--- src/source/procPkg.sv ---
// Shared definitions for the 10-bit bus processor core
// Word and field types, opcode, mode, timestep and bus select enums,
// instruction field positions and the sender credit depth
`default_nettype none

package procPkg;

    localparam int wordW = 10;                  // Bus and register width
    localparam int regCount = 4;                // Registers in the file

    typedef logic [wordW-1:0] wordT;            // One bus word
    typedef logic [1:0]       regAddrT;         // Register index
    typedef logic [9:0]       instT;            // One instruction word
    typedef logic [5:0]       immT;             // Raw immediate field

    // Low nibble of a register-register instruction
    typedef enum logic [3:0] {
        opLoad   = 4'b0000,                     // Rx <- data
        opCopy   = 4'b0001,                     // Rx <- Ry
        opAdd    = 4'b0010,                     // Rx <- Rx + Ry
        opSub    = 4'b0011,                     // Rx <- Rx - Ry
        opInv    = 4'b0100,                     // Rx <- -Ry
        opFlip   = 4'b0101,                     // Rx <- ~Ry
        opAnd    = 4'b0110,
        opOr     = 4'b0111,
        opXor    = 4'b1000,
        opLsl    = 4'b1001,                     // Rx <- Rx << Ry
        opLsr    = 4'b1010,                     // Rx <- Rx >> Ry
        opAsr    = 4'b1011,                     // Rx <- Rx >>> Ry
        opRsvd12 = 4'b1100,                     // Retires as no-op
        opRsvd13 = 4'b1101,                     // Retires as no-op
        opRsvd14 = 4'b1110,
        opRsvd15 = 4'b1111
    } aluOpT;

    // Top two bits of the instruction
    typedef enum logic [1:0] {
        modeReg  = 2'b00,                       // Register-register group
        modeRsvd = 2'b01,                       // No-op
        modeAddi = 2'b10,                       // Rx <- Rx + imm
        modeSubi = 2'b11                        // Rx <- Rx - imm
    } instModeT;

    typedef enum logic [1:0] {
        stepT0,                                 // Idle, waiting for an instruction
        stepT1,
        stepT2,
        stepT3
    } stepT;

    // Source that drives the shared bus
    typedef enum logic [2:0] {
        selNone,                                // Bus reads zero
        selReg,                                 // Register file read port
        selG,                                   // ALU result register
        selExt,                                 // Latched external data
        selImm                                  // Zero-extended immediate
    } busSelT;

    localparam int modeMsb = 9;                 // Mode field [9:8]
    localparam int rxMsb   = 7;                 // Rx field [7:6]
    localparam int ryMsb   = 5;                 // Ry field [5:4]
    localparam int opMsb   = 3;                 // Opcode field [3:0]
    localparam int immMsb  = 5;                 // Immediate field [5:0]

    localparam int creditDepth = 1;             // Instructions the sender may have outstanding

endpackage

`default_nettype wire
--- src/source/busProcessor.sv ---
// Top level of the 10-bit bus processor core
// Connects the timestep controller, register file and ALU unit,
// multiplexes the shared bus and exposes register write-backs
`timescale 1ns/100ps
`default_nettype none

module busProcessor (
    input  logic             clk,
    input  logic             reset,
    input  logic             instValid,     // Sent only while holding a credit
    input  procPkg::instT    instWord,
    input  procPkg::wordT    dataWord,      // Data for ld
    output logic             creditReturn,  // Instruction retired
    output logic             writeValid,    // Register write this cycle
    output procPkg::regAddrT writeAddr,
    output procPkg::wordT    writeValue
);
    import procPkg::*;

    logic    rdEn;
    logic    wrEn;
    logic    aLoad;
    logic    gLoad;
    regAddrT rdAddr;
    regAddrT wrAddr;
    aluOpT   aluOp;
    busSelT  busSel;
    wordT    immValue;
    wordT    extValue;
    wordT    rdData;
    wordT    gValue;
    wordT    bus;                           // Shared data bus

    stepController i_stepController (
        .clk          (clk),
        .reset        (reset),
        .instValid    (instValid),
        .instWord     (instWord),
        .dataWord     (dataWord),
        .creditReturn (creditReturn),
        .rdEn         (rdEn),
        .wrEn         (wrEn),
        .aLoad        (aLoad),
        .gLoad        (gLoad),
        .rdAddr       (rdAddr),
        .wrAddr       (wrAddr),
        .aluOp        (aluOp),
        .busSel       (busSel),
        .immValue     (immValue),
        .extValue     (extValue)
    );

    registerFile i_registerFile (
        .clk    (clk),
        .reset  (reset),
        .rdEn   (rdEn),
        .rdAddr (rdAddr),
        .wrEn   (wrEn),
        .wrAddr (wrAddr),
        .busIn  (bus),
        .rdData (rdData)
    );

    aluUnit i_aluUnit (
        .clk    (clk),
        .reset  (reset),
        .aLoad  (aLoad),
        .gLoad  (gLoad),
        .aluOp  (aluOp),
        .busIn  (bus),
        .gValue (gValue)
    );

    // Bus multiplexer in place of tristate drivers
    always_comb begin
        case (busSel)
            selReg:  bus = rdData;
            selG:    bus = gValue;
            selExt:  bus = extValue;
            selImm:  bus = immValue;
            default: bus = '0;              // Idle bus
        endcase
    end

    assign writeValid = wrEn;
    assign writeAddr  = wrAddr;
    assign writeValue = bus;                // Value taken by Rx at the next edge

endmodule

`default_nettype wire

--- src/source/aluUnit.sv ---
// ALU unit of the bus processor
// A register latches the first operand from the bus, the ALU combines
// A with the bus value, and G holds the result until write-back
`timescale 1ns/100ps
`default_nettype none

module aluUnit (
    input  logic           clk,
    input  logic           reset,
    input  logic           aLoad,           // A takes the bus
    input  logic           gLoad,           // G takes the ALU result
    input  procPkg::aluOpT aluOp,
    input  procPkg::wordT  busIn,
    output procPkg::wordT  gValue
);
    import procPkg::*;

    wordT       aReg;                       // First operand
    wordT       gReg;                       // Result register
    wordT       result;
    wordT       signFill;                   // All bits equal to A sign
    logic       overShift;                  // Shift amount of a full word or more
    logic [3:0] shiftAmt;

    assign overShift = (busIn >= wordT'(wordW));
    assign shiftAmt  = busIn[3:0];          // Only meaningful when not overShift
    assign signFill  = {wordW{aReg[wordW-1]}};

    always_comb begin
        case (aluOp)
            opAdd:  result = aReg + busIn;  // Wraps modulo 1024
            opSub:  result = aReg - busIn;
            opInv:  result = -busIn;        // Twos complement of Ry
            opFlip: result = ~busIn;
            opAnd:  result = aReg & busIn;
            opOr:   result = aReg | busIn;
            opXor:  result = aReg ^ busIn;
            opLsl: begin
                if (overShift) begin
                    result = '0;
                end else begin
                    result = aReg << shiftAmt;
                end
            end
            opLsr: begin
                if (overShift) begin
                    result = '0;
                end else begin
                    result = aReg >> shiftAmt;
                end
            end
            opAsr: begin
                if (overShift) begin
                    result = signFill;      // Everything shifted out but the sign
                end else begin
                    result = wordT'($signed(aReg) >>> shiftAmt);
                end
            end
            default: result = busIn;        // ld, cp and reserved pass the bus
        endcase
    end

    always_ff @(posedge clk) begin
        if (reset) begin
            aReg <= '0;
        end else if (aLoad) begin
            aReg <= busIn;
        end
    end

    always_ff @(posedge clk) begin
        if (reset) begin
            gReg <= '0;
        end else if (gLoad) begin
            gReg <= result;                 // One cycle from operands to G
        end
    end

    assign gValue = gReg;

    // A and G load in different timesteps of the same instruction
    splitLoads: assert property (@(posedge clk) disable iff (reset)
        !(aLoad && gLoad));

endmodule

`default_nettype wire

--- src/source/registerFile.sv ---
// Register file of the bus processor
// Four 10-bit registers, one read port onto the bus and one write port
// from the bus
`timescale 1ns/100ps
`default_nettype none

module registerFile (
    input  logic             clk,
    input  logic             reset,
    input  logic             rdEn,          // Drive rdData from rdAddr
    input  procPkg::regAddrT rdAddr,
    input  logic             wrEn,          // Write busIn at the edge
    input  procPkg::regAddrT wrAddr,
    input  procPkg::wordT    busIn,
    output procPkg::wordT    rdData
);
    import procPkg::*;

    wordT regs [regCount];                  // R0..R3

    always_ff @(posedge clk) begin
        if (reset) begin
            for (int i = 0; i < regCount; i++) begin
                regs[i] <= '0;
            end
        end else if (wrEn) begin
            regs[wrAddr] <= busIn;
        end
    end

    // Combinational read, zero when not selected
    assign rdData = rdEn ? regs[rdAddr] : '0;

    // Controller must always hand over a defined target register
    knownWrAddr: assert property (@(posedge clk) disable iff (reset)
        wrEn |-> !$isunknown(wrAddr));

endmodule

`default_nettype wire

--- src/source/stepController.sv ---
// Timestep controller for the bus processor
// Latches the accepted instruction and data word, steps T0..T3 and
// decodes mode, opcode and step into bus, register and ALU controls
`timescale 1ns/100ps
`default_nettype none

module stepController (
    input  logic            clk,
    input  logic            reset,
    input  logic            instValid,      // One-cycle strobe that spends a credit
    input  procPkg::instT   instWord,
    input  procPkg::wordT   dataWord,
    output logic            creditReturn,   // Pulses in the retire cycle
    output logic            rdEn,           // Register file drives the bus
    output logic            wrEn,           // Register file takes the bus
    output logic            aLoad,          // A register takes the bus
    output logic            gLoad,          // G register takes the ALU result
    output procPkg::regAddrT rdAddr,
    output procPkg::regAddrT wrAddr,
    output procPkg::aluOpT  aluOp,
    output procPkg::busSelT busSel,
    output procPkg::wordT   immValue,       // Zero-extended immediate
    output procPkg::wordT   extValue        // Latched external data
);
    import procPkg::*;

    instT     instReg;                      // Instruction register
    wordT     dataReg;                      // External data latch
    stepT     step;                         // Current timestep
    stepT     stepNext;
    instModeT mode;
    aluOpT    opField;
    regAddrT  rx;
    regAddrT  ry;
    immT      imm;
    logic     isNop;                        // Reserved mode or opcode
    logic     isShort;                      // Finishes in T1
    logic     accept;

    // Field split of the latched instruction
    assign mode    = instModeT'(instReg[modeMsb -: $bits(instModeT)]);
    assign rx      = instReg[rxMsb -: $bits(regAddrT)];
    assign ry      = instReg[ryMsb -: $bits(regAddrT)];
    assign opField = aluOpT'(instReg[opMsb -: $bits(aluOpT)]);
    assign imm     = instReg[immMsb -: $bits(immT)];

    assign isNop   = (mode == modeRsvd) ||
                     (mode == modeReg && opField inside {opRsvd12, opRsvd13, opRsvd14, opRsvd15});
    assign isShort = isNop || (mode == modeReg && opField inside {opLoad, opCopy});

    assign accept   = (step == stepT0) && instValid;
    assign immValue = wordT'(imm);          // Pad upper bits with zeros
    assign extValue = dataReg;

    // Payload latches load only on acceptance
    always_ff @(posedge clk) begin
        if (accept) begin
            instReg <= instWord;
            dataReg <= dataWord;
        end
    end

    always_ff @(posedge clk) begin
        if (reset) begin
            step <= stepT0;
        end else begin
            step <= stepNext;
        end
    end

    always_comb begin
        stepNext = step;
        case (step)
            stepT0: if (instValid) stepNext = stepT1;
            stepT1: stepNext = isShort ? stepT0 : stepT2;   // ld, cp, no-op retire here
            stepT2: stepNext = stepT3;
            stepT3: stepNext = stepT0;                      // Write-back done
            default: stepNext = stepT0;
        endcase
    end

    // Time-instruction table
    always_comb begin
        creditReturn = 1'b0;
        rdEn         = 1'b0;
        wrEn         = 1'b0;
        aLoad        = 1'b0;
        gLoad        = 1'b0;
        rdAddr       = '0;
        wrAddr       = '0;
        aluOp        = opLoad;
        busSel       = selNone;

        case (step)
            stepT1: begin
                if (isNop) begin
                    creditReturn = 1'b1;            // No write-back
                end else if (mode == modeReg && opField == opLoad) begin
                    busSel       = selExt;          // Data word onto the bus
                    wrAddr       = rx;
                    wrEn         = 1'b1;
                    creditReturn = 1'b1;
                end else if (mode == modeReg && opField == opCopy) begin
                    rdAddr       = ry;
                    rdEn         = 1'b1;
                    busSel       = selReg;
                    wrAddr       = rx;
                    wrEn         = 1'b1;
                    creditReturn = 1'b1;
                end else begin
                    rdAddr       = rx;              // First operand into A
                    rdEn         = 1'b1;
                    busSel       = selReg;
                    aLoad        = 1'b1;
                end
            end
            stepT2: begin
                gLoad = 1'b1;
                case (mode)
                    modeAddi: begin
                        busSel = selImm;
                        aluOp  = opAdd;
                    end
                    modeSubi: begin
                        busSel = selImm;
                        aluOp  = opSub;
                    end
                    default: begin
                        rdAddr = ry;                // Second operand straight to the ALU
                        rdEn   = 1'b1;
                        busSel = selReg;
                        aluOp  = opField;
                    end
                endcase
            end
            stepT3: begin
                busSel       = selG;                // Result back to Rx
                wrAddr       = rx;
                wrEn         = 1'b1;
                creditReturn = 1'b1;
            end
            default: ;                              // T0 idle
        endcase
    end

    // A second instruction before retirement means the sender overspent its credit
    creditHonored: assert property (@(posedge clk) disable iff (reset)
        instValid |-> step == stepT0);

    // G only owns the bus in the cycle right after it took a result
    gResultFresh: assert property (@(posedge clk) disable iff (reset)
        busSel == selG |-> $past(gLoad));

endmodule

`default_nettype wire

--- config.mk ---
export PLATFORM = sky130hd
export DESIGN_NAME = busProcessor
export DESIGN_NICKNAME = d
export VERILOG_FILES = /design/src/source/procPkg.sv /design/src/source/busProcessor.sv /design/src/source/aluUnit.sv /design/src/source/registerFile.sv /design/src/source/stepController.sv
export SDC_FILE = /design/constraint.sdc
export NUM_CORES = 1
export LEC_CHECK = 0
export ABC_CLOCK_PERIOD_IN_PS = 5600
export BUFFER_PORTS_ARGS = -buffer_cell sky130_fd_sc_hd__buf_2
export CORE_ASPECT_RATIO = 1.25
export CORE_MARGIN = 2
export CORE_UTILIZATION = 60
export DETAILED_ROUTE_END_ITERATION = 6
export PLACE_DENSITY = 0.8
export SLEW_MARGIN = 25
export SYNTH_ARGS = -nofsm -noshare
export SYNTH_HDL_FRONTEND = slang
export SYNTH_SLANG_ARGS = --single-unit
--- constraint.sdc ---
create_clock -name clk -period 5.6 [get_ports clk]
set_clock_uncertainty 0.2 [all_clocks]
set_input_delay 0.28 -clock clk [delete_from_list [all_inputs] [get_ports clk]]
set_output_delay 0.28 -clock clk [all_outputs]
set_load 0.02 [all_outputs]
==> results.yml <==
global_routing:
  grt_antenna_before_repair: 0
  via_count_of_the_first_global_routing_pass: 5615
  global_route.overflow_total: 0
  globalRouteTotalUtil_pct: 35.3
  grt_max_degree: 28
  grt_first_pass_wirelength_um: 30100
layout:
  share_of_post_route_cells_with_drive_strength_above_1_pct: 14.0
  finished_layout_cells: 866
  antenna_cells: 0
  syn_to_final_growth_pct: 11.6
  num-nets-final: 793
  n_fill_cell: 772
setup_path:
  path_max_fanout: 10
  critPathRequiredTime_ns: 5.62
  criticalPathCategory: "flip-flop to flip-flop"
  worst_ep_arrival_time_ns: 5.27
  r2r_slack_ns: 0.35
  worst_r2r_startpoint: "i_stepController.step[0]"
  reg2regPathDepth: 21
  critical_path_endpoint_category: "flip-flop"
  startpoint_type: "flip-flop"
  setup.worst_path.start: "i_stepController.step[0]"
yosys:
  synth.avg_cell_area_sq_um: 9.03
  cell_type_contributing_the_most_total_cell_area_after_synthesis: "edfxtp_1"
  synth_area_leaders: "edfxtp_1 29%, ha_1 7.2%, dfxtp_1 7.0%"
  yosysWarnings: 0
  post_synth_num_cell_types: 82
  synthesis.area_sq_mm: 0.00625
  number_of_enable_type_register_cells_in_the_synthesized_netlist: 60
  seq_area_frac_synth_pct: 35.9
  synthCells: 692
  synth.net_count: 753
  synth-seq-cells: 82
  synth_top_flop_cell: "edfxtp_1"
  async_reset_ff_share_pct: 0
  synthDominantCellAreaShare_pct: 28.8
power_and_ir_drop:
  vdd.ir_drop.worst_v: 0.000207
  static-leakage-power_nw: 2.68
  power.density_cell_area_mw_per_mm2: 248
clocking:
  h-tree-depth: 3
  cts.reportedPaths.clkPinSlew_ns: 0.08
  cts_tree: "yes"
  clockRootBuffer: "clkbuf_16"
  cts_num_sinks: 82
  clock_latency_at_the_later_pin_of_the_worst_skew_pair_ns: 0.35
  cts.path.max_buffers: 2
  post_cts_resized: 0
  cts_made_buffers: 9
route:
  ant_nets: 0
  totalWireLength_um: 19800
  remaining_drc_errors: 10
  vias: 5913
  drt_pre_antenna_iters: 7
  post_dr_wirelength_cell_um: 22.8
  drtIter0Drc: 610
  detail_route.vias_per_cell: 6.83
floorplan:
  floorplan.rows: 41
  num_io_pins: 37
  die_outline_area_sq_mm: 0.0113
  floorplan.initialDensity_pct: 61.9
  die-width_um: 95.3
  die_height_um: 118
  core_area_sq_mm: 0.0101
job:
  maxCapViolCount: 0
place:
  detailedPlacementHpwl_um: 14100
  numPlacedInstances: 830
  post-place-ws_ns: 0.474
  place_congestion: 1.07
  port-buffer-count: 36
timing:
  sum_of_negative_setup_slack_ns: 0
  max_freq_ghz: 0.191
  finalWorstSetupSlack_ns: 0.355
  rsz0062_at_grt: "false"
  worstMarginPinSlew_ns: 0.944
  layout_worst_path_cycle_share_pct: 93.7
  hold_viol_final: 0
  finalWorstPathRequiredPeriod_ns: 5.25
  final-max-slew-violation-count: 0
  slew-limit-headroom_pct: 36.9
  setup_violations: 0
worst_hold_path:
  hold_path_class: "primary input to flip-flop"
  hold_depth: 3
  hold_path_startpoint: "instValid"
run_status:
  violations: "design-rule violations"
  status: "finished with violations"
Yosys cell counts (7+ instances only):
cell type	number
o211ai_1	12
buf_4	7
nand3_1	9
ha_1	36
o21ai_0	40
a21oi_1	44
nand2b_1	8
nor2_1	92
a32o_1	11
dfxtp_1	22
inv_1	39
a31oi_1	16
and2_1	13
clkbuf_1	23
nor3_1	8
mux2i_1	32
a221oi_1	11
nand4_1	10
a21o_1	10
a211oi_1	13
nand2_1	44
edfxtp_1	60
buf_2	8
where the power goes:
part,switching (mW),internal (mW),leakage (nW)
Combinational,0.265,0.167,1.77
Clock,0.255,0.301,0.129
Sequential,0.0522,0.691,0.783
Total,0.572,1.16,2.68
metal layers:
layer / track usage [%] / vias to the layer above / part of all wire (%)
met1: 42.0 / 2786 / 37
met4: 18.9 / 0 / 5.3
met2: 58.1 / 349 / 49
met3: 7.87 / 104 / 8.8
met5: 0 / - / 0
li1: - / 2674 / -
worst paths after layout:
| path | endpoint |
|---|---|
| setup / recovery | i_aluUnit.gValue[8] |
| hold / removal | i_stepController.step[0] |
| setup reg to reg | i_aluUnit.gValue[8] |
| hold reg to reg | i_aluUnit.gValue[5] |
cell usage in the layout, fill, tap and decap left out, types with 9 or more instances in the layout:
cell           synthesis  final
dfxtp_1               22     22
nor2_1                92     92
a221oi_1              11     11
and2_1                13     13
buf_2                  8     36
a211oi_1              13     13
a21o_1                10     10
dlygate4sd3_1          0     20
nand4_1               10     10
edfxtp_1              60     60
nand2_1               44     44
clkbuf_16              0      9
a32o_1                11     11
a21oi_1               44     44
a31oi_1               16     16
inv_1                 39     39
o21ai_0               40     39
mux2i_1               32     32
o211ai_1              12     12
buf_4                  7     17
nand3_1                9      9
ha_1                  36     36
flip-flops by register name, summed over array words and instances (netlist names), named ones only:
| signal | flops |
|---|---|
| i_registerFile.regs | 40 |
| i_stepController.step | 1 |
| i_stepController.extValue | 10 |
| i_aluUnit.aReg | 10 |
| i_stepController.instReg | 10 |
| i_aluUnit.gValue | 10 |
cell type report:
class / instances / area, sq um / share of cell area, %
clock buffers: 10 / 229 / 3.28
clock inverters: 6 / 42.5 / 0.610
inverters: 42 / 160 / 2.30
multi-input cells: 524 / 3630 / 52.1
flip-flops and latches: 82 / 2240 / 32.1
well taps: 129 / 161 / 2.31
repair buffers: 73 / 508 / 7.28
repair_timing:
item,in CTS,in global routing
endpoints found under the setup margin,0,1
setup buffers,0,0
endpoints found under the hold margin,20,0
hold buffers,20,0
kinds of logic (layout without fill, tap and decap cells):
family	count (synthesis)	after routing	synth area share [%]
flops	82	82	35.9
mux	34	34	5.48
xor+xnor	8	8	1.12
simple gates	217	217	16.9
fa+ha+maj	38	38	7.85
buf+inv	86	131	6.02
compound gates	227	227	26.7
through the flow:
| step | area (sq um) | hold slack [ns] | util [%] | power (mW) |
|---|---|---|---|---|
| finish | 6980 | 0.169 | 69.0 | 1.73 |
| global route | 6980 | 0.200 | 69.0 | 1.79 |
| CTS | 6980 | 0.154 | 69.0 | 1.72 |
| detailed placement | 6500 | 0.258 | 64.4 | 1.16 |
| global placement | 6500 | 0.256 | 64.4 | 1.15 |
| floorplan | 6250 | 0.179 | - | 1.04 |
critical path, cell delays in order, from the launching register on:
cell	delay, ns
dfxtp_1	0.47
inv_1	0.13
ha_1	0.27
nand2b_1	0.19
a221o_1	0.44
a2111oi_4	0.56
a31oi_1	0.20
o211a_4	0.18
inv_2	0.09
ha_1	0.19
inv_1	0.06
fa_1	0.40
nand2_1	0.08
nand2_1	0.05
a21oi_1	0.21
o21ai_0	0.12
a21oi_1	0.24
o21bai_1	0.10
a21oi_1	0.18
xnor2_1	0.09
a221oi_1	0.49
o211ai_1	0.16
(Power assumes the default switching activity.)
